==> config.mk <==
export PLATFORM = sky130hd
export DESIGN_NAME = vacc_top
export DESIGN_NICKNAME = d
export VERILOG_FILES = /design/src/rtl/vacc_pkg.sv /design/src/rtl/acc_ram.sv /design/src/rtl/credit_out.sv /design/src/rtl/integ_ctrl.sv /design/src/rtl/vacc_top.sv /design/src/rtl/vector_accumulator.sv
export SDC_FILE = /design/constraint.sdc
export NUM_CORES = 2
export LEC_CHECK = 0
export BUFFER_PORTS_ARGS = -buffer_cell sky130_fd_sc_hd__buf_2
export CORE_MARGIN = 4
export CORE_UTILIZATION = 57
export DETAILED_ROUTE_END_ITERATION = 12
export GPL_TIMING_DRIVEN = 0
export PLACE_DENSITY_LB_ADDON = 0.15
export SYNTH_ARGS = -nofsm -noshare
export SYNTH_HDL_FRONTEND = slang
export SYNTH_MEMORY_MAX_BITS = 65536
export SYNTH_SLANG_ARGS = --single-unit
==> constraint.sdc <==
create_clock -name clk -period 4.8 [get_ports clk]
set_input_delay 0.48 -clock clk [delete_from_list [all_inputs] [get_ports clk]]
set_output_delay 0.48 -clock clk [all_outputs]
set_load 0.01 [all_outputs]
==> src/rtl/vacc_pkg.sv <==
package vacc_pkg;

    // one unsigned power sample from the spectrometer front end
    typedef logic [15:0] sample_t;

    // accumulated element, wide enough for 65536 frames of full-scale samples
    typedef logic [31:0] acc_t;

    // integration length in frames, 0 behaves as 1
    typedef logic [15:0] frames_t;

    // input beat, one vector element per valid
    typedef struct packed {
        logic    valid;
        sample_t data;
    } sample_beat_t;

    // result beat, last marks element VECTOR_LEN-1
    typedef struct packed {
        logic valid;
        logic last;
        acc_t data;
    } acc_beat_t;

    // register write port
    typedef struct packed {
        logic    we;
        logic    addr;
        frames_t wdata;
    } cfg_wr_t;

    // register map
    localparam logic CFG_ADDR_LEN = 1'b0;
    localparam logic CFG_ADDR_EN  = 1'b1;

endpackage

==> src/rtl/acc_ram.sv <==
`timescale 1ns/10ps

module acc_ram #(
    parameter int DEPTH = 64
) (
    input  logic                     clk,
    input  logic                     reset,
    input  logic                     we,
    input  logic [$clog2(DEPTH)-1:0] waddr,
    input  vacc_pkg::acc_t           wdata,
    input  logic [$clog2(DEPTH)-1:0] raddr,
    output vacc_pkg::acc_t           rdata
);
    import vacc_pkg::*;

    acc_t mem [DEPTH];
    acc_t rd_q;

    // array read is registered, maps onto a block RAM
    always_ff @(posedge clk) begin
        if (we) begin
            mem[waddr] <= wdata;
        end
        rd_q <= mem[raddr];
    end

    // output register, second read cycle
    always_ff @(posedge clk) begin
        if (reset) begin
            rdata <= '0;
        end else begin
            rdata <= rd_q;
        end
    end

endmodule

==> src/rtl/credit_out.sv <==
`timescale 1ns/10ps

module credit_out #(
    parameter int OUT_DEPTH = 64
) (
    input  logic                clk,
    input  logic                reset,
    input  vacc_pkg::acc_beat_t dump_beat,
    input  logic                credit,
    output vacc_pkg::acc_beat_t out_beat,
    output logic                overflow
);
    import vacc_pkg::*;

    localparam int               PTR_W     = (OUT_DEPTH > 1) ? $clog2(OUT_DEPTH) : 1;
    localparam int               CNT_W     = $clog2(OUT_DEPTH + 1);
    localparam logic [CNT_W-1:0] FULL_CNT  = CNT_W'(OUT_DEPTH);
    localparam logic [PTR_W-1:0] LAST_SLOT = PTR_W'(OUT_DEPTH - 1);

    acc_t                 data_mem [OUT_DEPTH];
    logic [OUT_DEPTH-1:0] last_mem;
    logic [PTR_W-1:0]     wr_ptr;
    logic [PTR_W-1:0]     rd_ptr;
    logic [CNT_W-1:0]     fill;
    logic [CNT_W-1:0]     credit_cnt;
    logic                 dropping;
    logic                 full;
    logic                 empty;
    logic                 refuse;
    logic                 push;
    logic                 send;

    function automatic logic [PTR_W-1:0] next_slot(input logic [PTR_W-1:0] p);
        return (p == LAST_SLOT) ? '0 : p + 1'b1;
    endfunction

    assign full   = (fill == FULL_CNT);
    assign empty  = (fill == '0);
    // once a beat is refused the rest of its vector goes too
    assign refuse = dump_beat.valid && (dropping || full);
    assign push   = dump_beat.valid && !refuse;
    assign send   = !empty && (credit_cnt != '0);

    assign out_beat.valid = send;
    assign out_beat.last  = last_mem[rd_ptr];
    assign out_beat.data  = data_mem[rd_ptr];

    always_ff @(posedge clk) begin
        if (push) begin
            data_mem[wr_ptr] <= dump_beat.data;
            last_mem[wr_ptr] <= dump_beat.last;
        end
    end

    always_ff @(posedge clk) begin
        if (reset) begin
            wr_ptr     <= '0;
            rd_ptr     <= '0;
            fill       <= '0;
            credit_cnt <= FULL_CNT;
            dropping   <= 1'b0;
            overflow   <= 1'b0;
        end else begin
            if (push) begin
                wr_ptr <= next_slot(wr_ptr);
            end
            if (send) begin
                rd_ptr <= next_slot(rd_ptr);
            end
            if (push && !send) begin
                fill <= fill + 1'b1;
            end else if (send && !push) begin
                fill <= fill - 1'b1;
            end
            // credit back and send in one cycle cancel out
            if (credit && !send) begin
                credit_cnt <= credit_cnt + 1'b1;
            end else if (send && !credit) begin
                credit_cnt <= credit_cnt - 1'b1;
            end
            if (refuse) begin
                overflow <= 1'b1;
                dropping <= !dump_beat.last;
            end
        end
    end

    // sink returned more credits than it has slots
    a_credit_max : assert property (@(posedge clk) disable iff (reset)
        credit_cnt <= FULL_CNT)
        else $error("credit count above buffer depth of sink");

    a_credit_floor : assert property (@(posedge clk) disable iff (reset)
        (credit_cnt == '0 && !credit) |=> (credit_cnt == '0))
        else $error("credit count moved at zero without a credit");

endmodule

==> src/rtl/integ_ctrl.sv <==
`timescale 1ns/10ps

module integ_ctrl #(
    parameter int VECTOR_LEN = 64
) (
    input  logic                   clk,
    input  logic                   reset,
    input  vacc_pkg::cfg_wr_t      cfg,
    input  vacc_pkg::sample_beat_t in_beat,
    output vacc_pkg::sample_beat_t sample_en,
    output logic                   new_acc
);
    import vacc_pkg::*;

    localparam int                ELEM_W    = $clog2(VECTOR_LEN);
    localparam logic [ELEM_W-1:0] LAST_ELEM = ELEM_W'(VECTOR_LEN - 1);

    frames_t           int_len;
    frames_t           active_len;
    frames_t           frame_cnt;
    frames_t           last_frame;
    logic              enable;
    logic [ELEM_W-1:0] elem_cnt;
    logic              frame_end;
    logic              integ_end;
    logic              enable_rise;

    // sampler cannot stall, beats are simply blocked while disabled
    assign sample_en.valid = in_beat.valid & enable;
    assign sample_en.data  = in_beat.data;

    assign last_frame  = (active_len == '0) ? '0 : active_len - 1'b1;
    assign frame_end   = sample_en.valid && (elem_cnt == LAST_ELEM);
    assign integ_end   = frame_end && (frame_cnt == last_frame);
    assign enable_rise = cfg.we && (cfg.addr == CFG_ADDR_EN) && cfg.wdata[0] && !enable;

    always_ff @(posedge clk) begin
        if (reset) begin
            int_len <= frames_t'(1);
            enable  <= 1'b0;
        end else if (cfg.we) begin
            if (cfg.addr == CFG_ADDR_LEN) begin
                int_len <= cfg.wdata;
            end else begin
                enable <= cfg.wdata[0];
            end
        end
    end

    always_ff @(posedge clk) begin
        if (reset) begin
            elem_cnt   <= '0;
            frame_cnt  <= '0;
            active_len <= frames_t'(1);
            new_acc    <= 1'b0;
        end else if (enable_rise) begin
            // first frame after enable starts a fresh integration
            elem_cnt   <= '0;
            frame_cnt  <= '0;
            active_len <= int_len;
            new_acc    <= 1'b1;
        end else begin
            if (sample_en.valid) begin
                elem_cnt <= frame_end ? '0 : elem_cnt + 1'b1;
            end
            if (frame_end) begin
                frame_cnt <= integ_end ? '0 : frame_cnt + 1'b1;
            end
            // new length only picked up at the boundary
            if (integ_end) begin
                active_len <= int_len;
                new_acc    <= 1'b1;
            end else if (frame_end) begin
                new_acc <= 1'b0;
            end
        end
    end

    a_new_acc_frame_start : assert property (@(posedge clk) disable iff (reset)
        $rose(new_acc) |-> (elem_cnt == '0))
        else $error("new_acc raised inside a frame");

endmodule

==> src/rtl/vacc_top.sv <==
`timescale 1ns/10ps

module vacc_top #(
    parameter int VECTOR_LEN = 64,
    parameter int OUT_DEPTH  = 64
) (
    input  logic                   clk,
    input  logic                   reset,
    input  vacc_pkg::sample_beat_t in_beat,
    input  vacc_pkg::cfg_wr_t      cfg,
    input  logic                   credit,
    output vacc_pkg::acc_beat_t    out_beat,
    output logic                   overflow
);
    import vacc_pkg::*;

    sample_beat_t sample_en;
    logic         new_acc;
    acc_beat_t    dump_beat;

    integ_ctrl #(
        .VECTOR_LEN (VECTOR_LEN)
    ) ctrl0 (
        .clk       (clk),
        .reset     (reset),
        .cfg       (cfg),
        .in_beat   (in_beat),
        .sample_en (sample_en),
        .new_acc   (new_acc)
    );

    vector_accumulator #(
        .VECTOR_LEN (VECTOR_LEN)
    ) vacc0 (
        .clk       (clk),
        .reset     (reset),
        .sample_en (sample_en),
        .new_acc   (new_acc),
        .dump_beat (dump_beat)
    );

    // results cross to the sink under credit control
    credit_out #(
        .OUT_DEPTH (OUT_DEPTH)
    ) out0 (
        .clk       (clk),
        .reset     (reset),
        .dump_beat (dump_beat),
        .credit    (credit),
        .out_beat  (out_beat),
        .overflow  (overflow)
    );

endmodule

==> src/rtl/vector_accumulator.sv <==
`timescale 1ns/10ps

module vector_accumulator #(
    parameter int VECTOR_LEN = 64
) (
    input  logic                   clk,
    input  logic                   reset,
    input  vacc_pkg::sample_beat_t sample_en,
    input  logic                   new_acc,
    output vacc_pkg::acc_beat_t    dump_beat
);
    import vacc_pkg::*;

    localparam int               PTR_W    = $clog2(VECTOR_LEN);
    localparam logic [PTR_W-1:0] LAST_IDX = PTR_W'(VECTOR_LEN - 1);

    logic [PTR_W-1:0] wr_ptr;
    logic [PTR_W-1:0] rd_ptr;
    logic [2:0]       valid_d;
    logic [1:0]       add_zero_d;
    logic [1:0]       dump_d;
    logic [1:0]       last_d;
    logic             add_zero;
    logic             primed;
    logic             beat_first;
    logic             beat_last;
    logic             beat_mode;
    sample_t          sample_d [2];
    acc_t             rd_word;
    acc_t             word_hold;
    acc_t             acc_wr;
    logic             dump_valid;
    logic             dump_last;
    acc_t             dump_data;

    function automatic logic [PTR_W-1:0] next_ptr(input logic [PTR_W-1:0] p);
        return (p == LAST_IDX) ? '0 : p + 1'b1;
    endfunction

    // rd_ptr runs one element ahead of the beat being taken
    assign beat_first = (rd_ptr == PTR_W'(1));
    assign beat_last  = (rd_ptr == '0);

    // the mode is sampled at element 0 and held for the whole frame
    assign beat_mode = beat_first ? new_acc : add_zero;

    acc_ram #(
        .DEPTH (VECTOR_LEN)
    ) ram0 (
        .clk   (clk),
        .reset (reset),
        .we    (valid_d[2]),
        .waddr (wr_ptr),
        .wdata (acc_wr),
        .raddr (rd_ptr),
        .rdata (rd_word)
    );

    always_ff @(posedge clk) begin
        if (reset) begin
            rd_ptr     <= PTR_W'(1);
            wr_ptr     <= '0;
            valid_d    <= '0;
            add_zero_d <= '0;
            dump_d     <= '0;
            last_d     <= '0;
            add_zero   <= 1'b0;
            primed     <= 1'b0;
        end else begin
            valid_d    <= {valid_d[1:0], sample_en.valid};
            add_zero_d <= {add_zero_d[0], beat_mode};
            // no dump until the RAM holds one complete integration
            dump_d     <= {dump_d[0], beat_mode & primed};
            last_d     <= {last_d[0], beat_last};
            if (sample_en.valid) begin
                rd_ptr   <= next_ptr(rd_ptr);
                add_zero <= beat_mode;
                if (beat_mode && beat_last) begin
                    primed <= 1'b1;
                end
            end
            if (valid_d[2]) begin
                wr_ptr <= next_ptr(wr_ptr);
            end
        end
    end

    // word for element k is read during beat k-1, so it sits on rd_word
    // when beat k-1 reaches stage 2; held here until beat k gets there
    always_ff @(posedge clk) begin
        sample_d[0] <= sample_en.data;
        sample_d[1] <= sample_d[0];
        if (valid_d[1]) begin
            word_hold <= rd_word;
            if (add_zero_d[1]) begin
                acc_wr <= acc_t'(sample_d[1]);
            end else begin
                acc_wr <= word_hold + acc_t'(sample_d[1]);
            end
            dump_data <= word_hold;
        end
    end

    // dump leaves together with the RAM write, 3 cycles after the beat
    always_ff @(posedge clk) begin
        if (reset) begin
            dump_valid <= 1'b0;
            dump_last  <= 1'b0;
        end else begin
            dump_valid <= valid_d[1] & dump_d[1];
            dump_last  <= valid_d[1] & dump_d[1] & last_d[1];
        end
    end

    assign dump_beat.valid = dump_valid;
    assign dump_beat.last  = dump_last;
    assign dump_beat.data  = dump_data;

    // pointers stay one element apart once the pipeline drains
    a_ptr_distance : assert property (@(posedge clk) disable iff (reset)
        (!sample_en.valid && valid_d == '0) |-> (rd_ptr == next_ptr(wr_ptr)))
        else $error("read and write pointers out of step");

endmodule

### After elaboration in Yosys (flattened, before gate mapping)

Memory sizes are Yosys's and may differ from the RTL's. A register that Yosys moved wholly into a read port is not among the register bits.
Cells that the tools add are included.

* memories kept: 3
* bits in writable memories: 4128
* input port bits: 38
* register bits: 301
* bits in latches: 0
* bits in read-only memories: 0
* word-level logic and storage cells: 122

* $mul: 0
* shifts and indexed selects: 0
* eq/ne operators: 8
* divide/modulo/power cells: 0
* $add $sub $neg: 12
* reduce and logical (&&, ||, !) cells: 34
* mux-type cells: 29
* $lt $le $gt $ge: 3
* bitwise gates (word level): 5

Memory list
* out0.data_mem: depth 64, width 32, read ports 1, clocked after Yosys merged registers in 1, write ports 1, RTL line credit_out.sv:20 `acc_t data_mem [OUT_DEPTH];`
* vacc0.ram0.mem: depth 64, width 32, read ports 1, clocked after Yosys merged registers in 1, write ports 1, RTL line acc_ram.sv:16 `acc_t mem [DEPTH];`
* vacc0.sample_d: depth 2, width 16, read ports 2, clocked after Yosys merged registers in 0, write ports 2, RTL line vector_accumulator.sv:28 `sample_t sample_d [2];`

Operators with widths (count)
* $mux W16: 5
* $bwmux W64: 1
* $mux W6: 7
* $add A32 B16 Y32: 1
* $add A6 B1 Y6 const B: 5
* $eq A6 B6 Y1 const B: 5
* $mux W7: 4
* $add A16 B1 Y16 const B: 1
* $eq A16 B16 Y1: 1
* $logic_not A16 Y1: 1
* $sub A16 B1 Y16 const B: 1
* $add A7 B1 Y7 const B: 2
* $logic_and A1 B1 Y1: 14
* $lt A6 B7 Y1 const B: 2
* $sub A7 B1 Y7 const B: 2
* $mux W1: 10
* $eq A7 B7 Y1 const B: 1
* $logic_not A1 Y1: 7
* $logic_not A7 Y1: 1
* $reduce_bool A7 Y1: 1
* $bmux W1 S6: 1
* $demux W1 S6: 1
* $eq A6 B1 Y1 const B: 1
* $ge A6 B1 Y1 const B: 1
* other kinds (8): 15

### Depth between registers and ports, before layout

* depth in word-level cells: 9
* depth in mapped cells: 16
* depth with buffers taken out: 16

### By module

A second synthesis with hierarchy kept.

* cells, all modules: 7865
* area total of the unflattened synthesis: 170945.2 sq um

By module, submodules not included
* credit_out: sequential area each 64101.5 sq um, area an instance 82271.4 sq um, instances 1, cells an instance 3553
* acc_ram: sequential area each 62780.2 sq um, area an instance 79491.2 sq um, instances 1, cells an instance 3462
* vector_accumulator: sequential area each 4023.9 sq um, area an instance 5945.7 sq um, instances 1, cells an instance 451
* integ_ctrl: sequential area each 1121.1 sq um, area an instance 3236.9 sq um, instances 1, cells an instance 399

### Worst setup path after synthesis

Ideal clock, no wire load.

* path kind: flip-flop to flip-flop
* start point: reg vacc0.valid_d[2]
* end point: mem vacc0.ram0.mem[23][0] (netlist bit), enable pin
* setup slack: -131 ps
* path buffers: 1
* cell stages (with the launch flop): 4
* library setup time: 513 ps
* data arrival time: 4418 ps
* period minus slack after synthesis: 4931 ps
* required time: 4287 ps
* path through: dfxtp_1 clkbuf_1 nand4_1 nor4b_1

* word-level cells in the longest chain between the ends: 2

RTL lines
* start, declared: RTL line vector_accumulator.sv:19 `logic [2:0] valid_d;`
* start signal, assigned: RTL line vector_accumulator.sv:70 `valid_d <= {valid_d[1:0], sample_en.valid};`
* $mux W1: RTL line acc_ram.sv:21 `if (we) begin`
* $mux W1 (not written as such): RTL line acc_ram.sv:22 `mem[waddr] <= wdata;`
* end, declared: RTL line acc_ram.sv:16

No other way between the ends.

==> results.json <==
{
  "status": "complete, no violations",
  "fin_setup_tns_ns": 0,
  "post_dp_cell_area_um2": 182600,
  "cts_tree": "yes",
  "avgSynthCellArea_um2": 23.60,
  "vias": 81369,
  "drcViolationCount": 0,
  "grt_pass1_wl_um": 620900,
  "ir_drop_v": 0.0003603,
  "critPathMaxStageDelay_ns": 0.91,
  "postSynthCellCount": 7207,
  "total_power_mw": 86.03,
  "area_delta_synth_final_pct": 16.14,
  "die_y_um": 554.3,
  "critPathKind": "flip-flop to primary output",
  "core_area_um2": 297000,
  "postRouteWirelength_um": 440100,
  "seq_power_share_pct": 49.2,
  "combPwrFrac_pct": 11.8,
  "yosysSeqAreaShare_pct": 77.62,
  "first_pass_iters": 6,
  "via_per_inst": 6.579,
  "intPower_mw": 66.21,
  "finalMaxSlewViolations": 0,
  "cp.arrival_ns": 4.30,
  "clkPwrFrac_pct": 39.0,
  "hold_ws_ns": 0.08983,
  "fin_ws_ns": 0.01747,
  "h-tree-depth": 5,
  "ys.flop_type": "edfxtp_1",
  "start_util_pct": 57.27,
  "path_clk_slew_ns": 0.06,
  "p_sw_mw": 19.82,
  "finalClockSkew_ns": 0.05869,
  "fp.dieW_um": 554.3,
  "maxCapViolations": 0,
  "groute.usage.overall_pct": 28.82,
  "power.density_nw_per_um2": 435.4,
  "cts_root_buf": "clkbuf_16",
  "yosysUniqueCellTypes": 62,
  "grt_overflow": 0,
  "synth-seq-cells": 4467,
  "p_sw_share_pct": 23.04,
  "critPathLaunchType": "flip-flop",
  "relSlewSlack_pct": 4.059,
  "avgRoutedWirePerCell_um": 35.58,
  "cts_setup_buffers": 0,
  "crit_required_ns": 4.32,
  "worstPathMaxFanout": 10,
  "grt_max_degree": 68,
  "port_buffers": 71,
  "drive_gt1_share_pct": 31.52,
  "antenna_left": 0,
  "synth_warnings": 0,
  "setup_viol": 0,
  "syn_nets": 7285,
  "clock_path_buffers": 4,
  "fmax_mhz": 209.1,
  "design_area_um2": 197600,
  "clkSinkCount": 4467,
  "netlist_area_um2": 170100,
  "clk_latency_ns": 0.95,
  "post-place-ws_ns": -1.172,
  "finalHoldViolations": 0,
  "crit_top_cell": "mux4_2",
  "hold_class": "input pin to flip-flop",
  "synth_edf_count": 4256,
  "fin_crit_ns": 4.783,
  "antenna_found_initial": 37,
  "power_leakage_nw": 61.16,
  "dieArea_um2": 307200,
  "worstPathCellList": "clkbuf_2 > clkbuf_1 > mux4_2 > mux4_2 > buf_2",
  "globalplace.congestion": 0.8668,
  "fin_crit_sh_pct": 99.64,
  "first_global_vias": 81891,
  "std_cell_rows": 200,
  "end_kind": "primary output",
  "crit_slowest_cell": "clkbuf_1",
  "async_flop_share_pct": 0,
  "ios": 73,
  "tightest_slew_ns": 1.439,
  "drtIter0Drc": 11043,
  "place_hpwl_um": 295900,
  "finalNetCount": 8103,
  "cts_buffers": 437
}
==> cell type report <==
class | count | area [µm²]
clock inverters | 256 | 2200
repair buffers | 381 | 7024
plain buffers | 387 | 1912
well taps | 3939 | 4928
fillers | 18318 | 99480
diodes | 29 | 72.57
multi-input cells | 2331 | 37490
flip-flops and latches | 4467 | 132000
clock buffers | 558 | 11820
inverters | 20 | 75.07
==> synth_stat cells (all sizes together), types with 17 or more instances <==
cell	number	area, µm²
nor2	241	907.1
a21oi	62	310.3
nand4b	31	271.5
buf	127	496.7
xnor2	33	289.0
nand3b	21	157.7
ha	37	462.9
clkbuf	262	983.4
nor3	17	85.08
xor2	44	385.4
edfxtp	4256	127800
mux2	18	202.7
nor2b	55	344.1
nor4	18	118.9
mux4	1358	30580
nand2	112	420.4
inv	20	75.07
o21ai	50	250.2
nand4	31	193.9
nand3	35	175.2
dfxtp	211	4224
==> path summary, 6_finish.rpt <==
check | from | to | slack [ns] | cells after the start
worst max-delay path | flip-flop | out_beat[30] | 0.02 | 5
worst min-delay path | credit | out0.credit_cnt[6] | 0.09 | 4
worst max register to register | vacc0.rd_ptr[0] | vacc0.ram0.rd_q[25] | 0.09 | 7
worst min register to register | vacc0.sample_d[0][12] | vacc0.sample_d[0][28] | 0.33 | 0
==> registers in the layout, indices dropped and copies added, names as in the netlist, 32 cells and up, named ones only <==
signal and cells:
out0.data_mem 2048, vacc0.ram0.mem 2048, out0.last_mem 64, vacc0.acc_wr 32, vacc0.dump_data 32, vacc0.ram0.rd_q 32, vacc0.ram0.rdata 32, vacc0.sample_d 32
vacc0.word_hold 32
==> worst max-delay path, delay by kind of cell (launching register included) <==
| kind | cells | cell delay (ns) |
|---|---|---|
| flip-flops | 1 | 0.45 |
| multiplexers | 2 | 1.13 |
| buffers and inverters | 3 | 1.71 |
==> layout by cell type, fill, tap and decap left out, drive strengths merged, types with 37 or more instances in the layout <==
cell / netlist / layout
a21oi: 62 / 62
inv: 20 / 37
edfxtp: 4256 / 4256
dlygate4sd3: 0 / 38
xor2: 44 / 44
clkbuf: 262 / 826
ha: 37 / 37
o21ai: 50 / 50
nand2: 112 / 112
dfxtp: 211 / 211
nor2: 241 / 241
mux4: 1358 / 1358
clkinv: 0 / 193
buf: 127 / 438
nor2b: 55 / 55
==> metal layers <==
layer  global-route usage, %  share of wire, %  vias to the layer above
met5                       0             0.017                        -
met4                   14.28               5.6                       10
met3                   4.398               7.8                      903
met2                   47.53                51                     4265
met1                   38.13                36                    43634
li1                        -                 -                    32557
==> metrics by stage <==
step | instances | util [%]
4_1_cts | 12339 | 66.48
3_3_place_gp | 11217 | 59.05
2_1_floorplan | 7207 | -
3_5_place_dp | 11489 | 61.49
6_report | 12368 | 66.51
5_1_grt | 12342 | 66.49
==> power by group through the flow <==
stage | clock network [mW] | logic (mW) | registers (mW)
2_1_floorplan | 0 | 6.60 | 43.1
3_3_place_gp | 0 | 9.88 | 43.2
3_5_place_dp | 0 | 10.1 | 43.1
4_1_cts | 34.0 | 10.3 | 42.3
5_1_grt | 35.7 | 10.6 | 42.3
6_report | 33.6 | 10.1 | 42.3
==> cell families (layout without fill, tap and decap cells) <==
group,count (synthesis),after routing,synth area share (%)
adder cells (fa/ha/maj),40,40,0.3075
buffers and inverters,409,1602,0.9143
XOR/XNOR,78,78,0.4104
AND/OR/NAND/NOR,641,641,1.924
flip-flops,4467,4467,77.62
multiplexers,1390,1390,18.18
other,0,29,0
AO/OA/AOI/OAI,182,182,0.6458
==> timing repair <==
action,CTS,global route
endpoints found under the hold margin,33,0
resized for setup,288,45
endpoints found under the setup margin,65,43
hold buffers,38,0
Power figures use the tool's default switching activity.
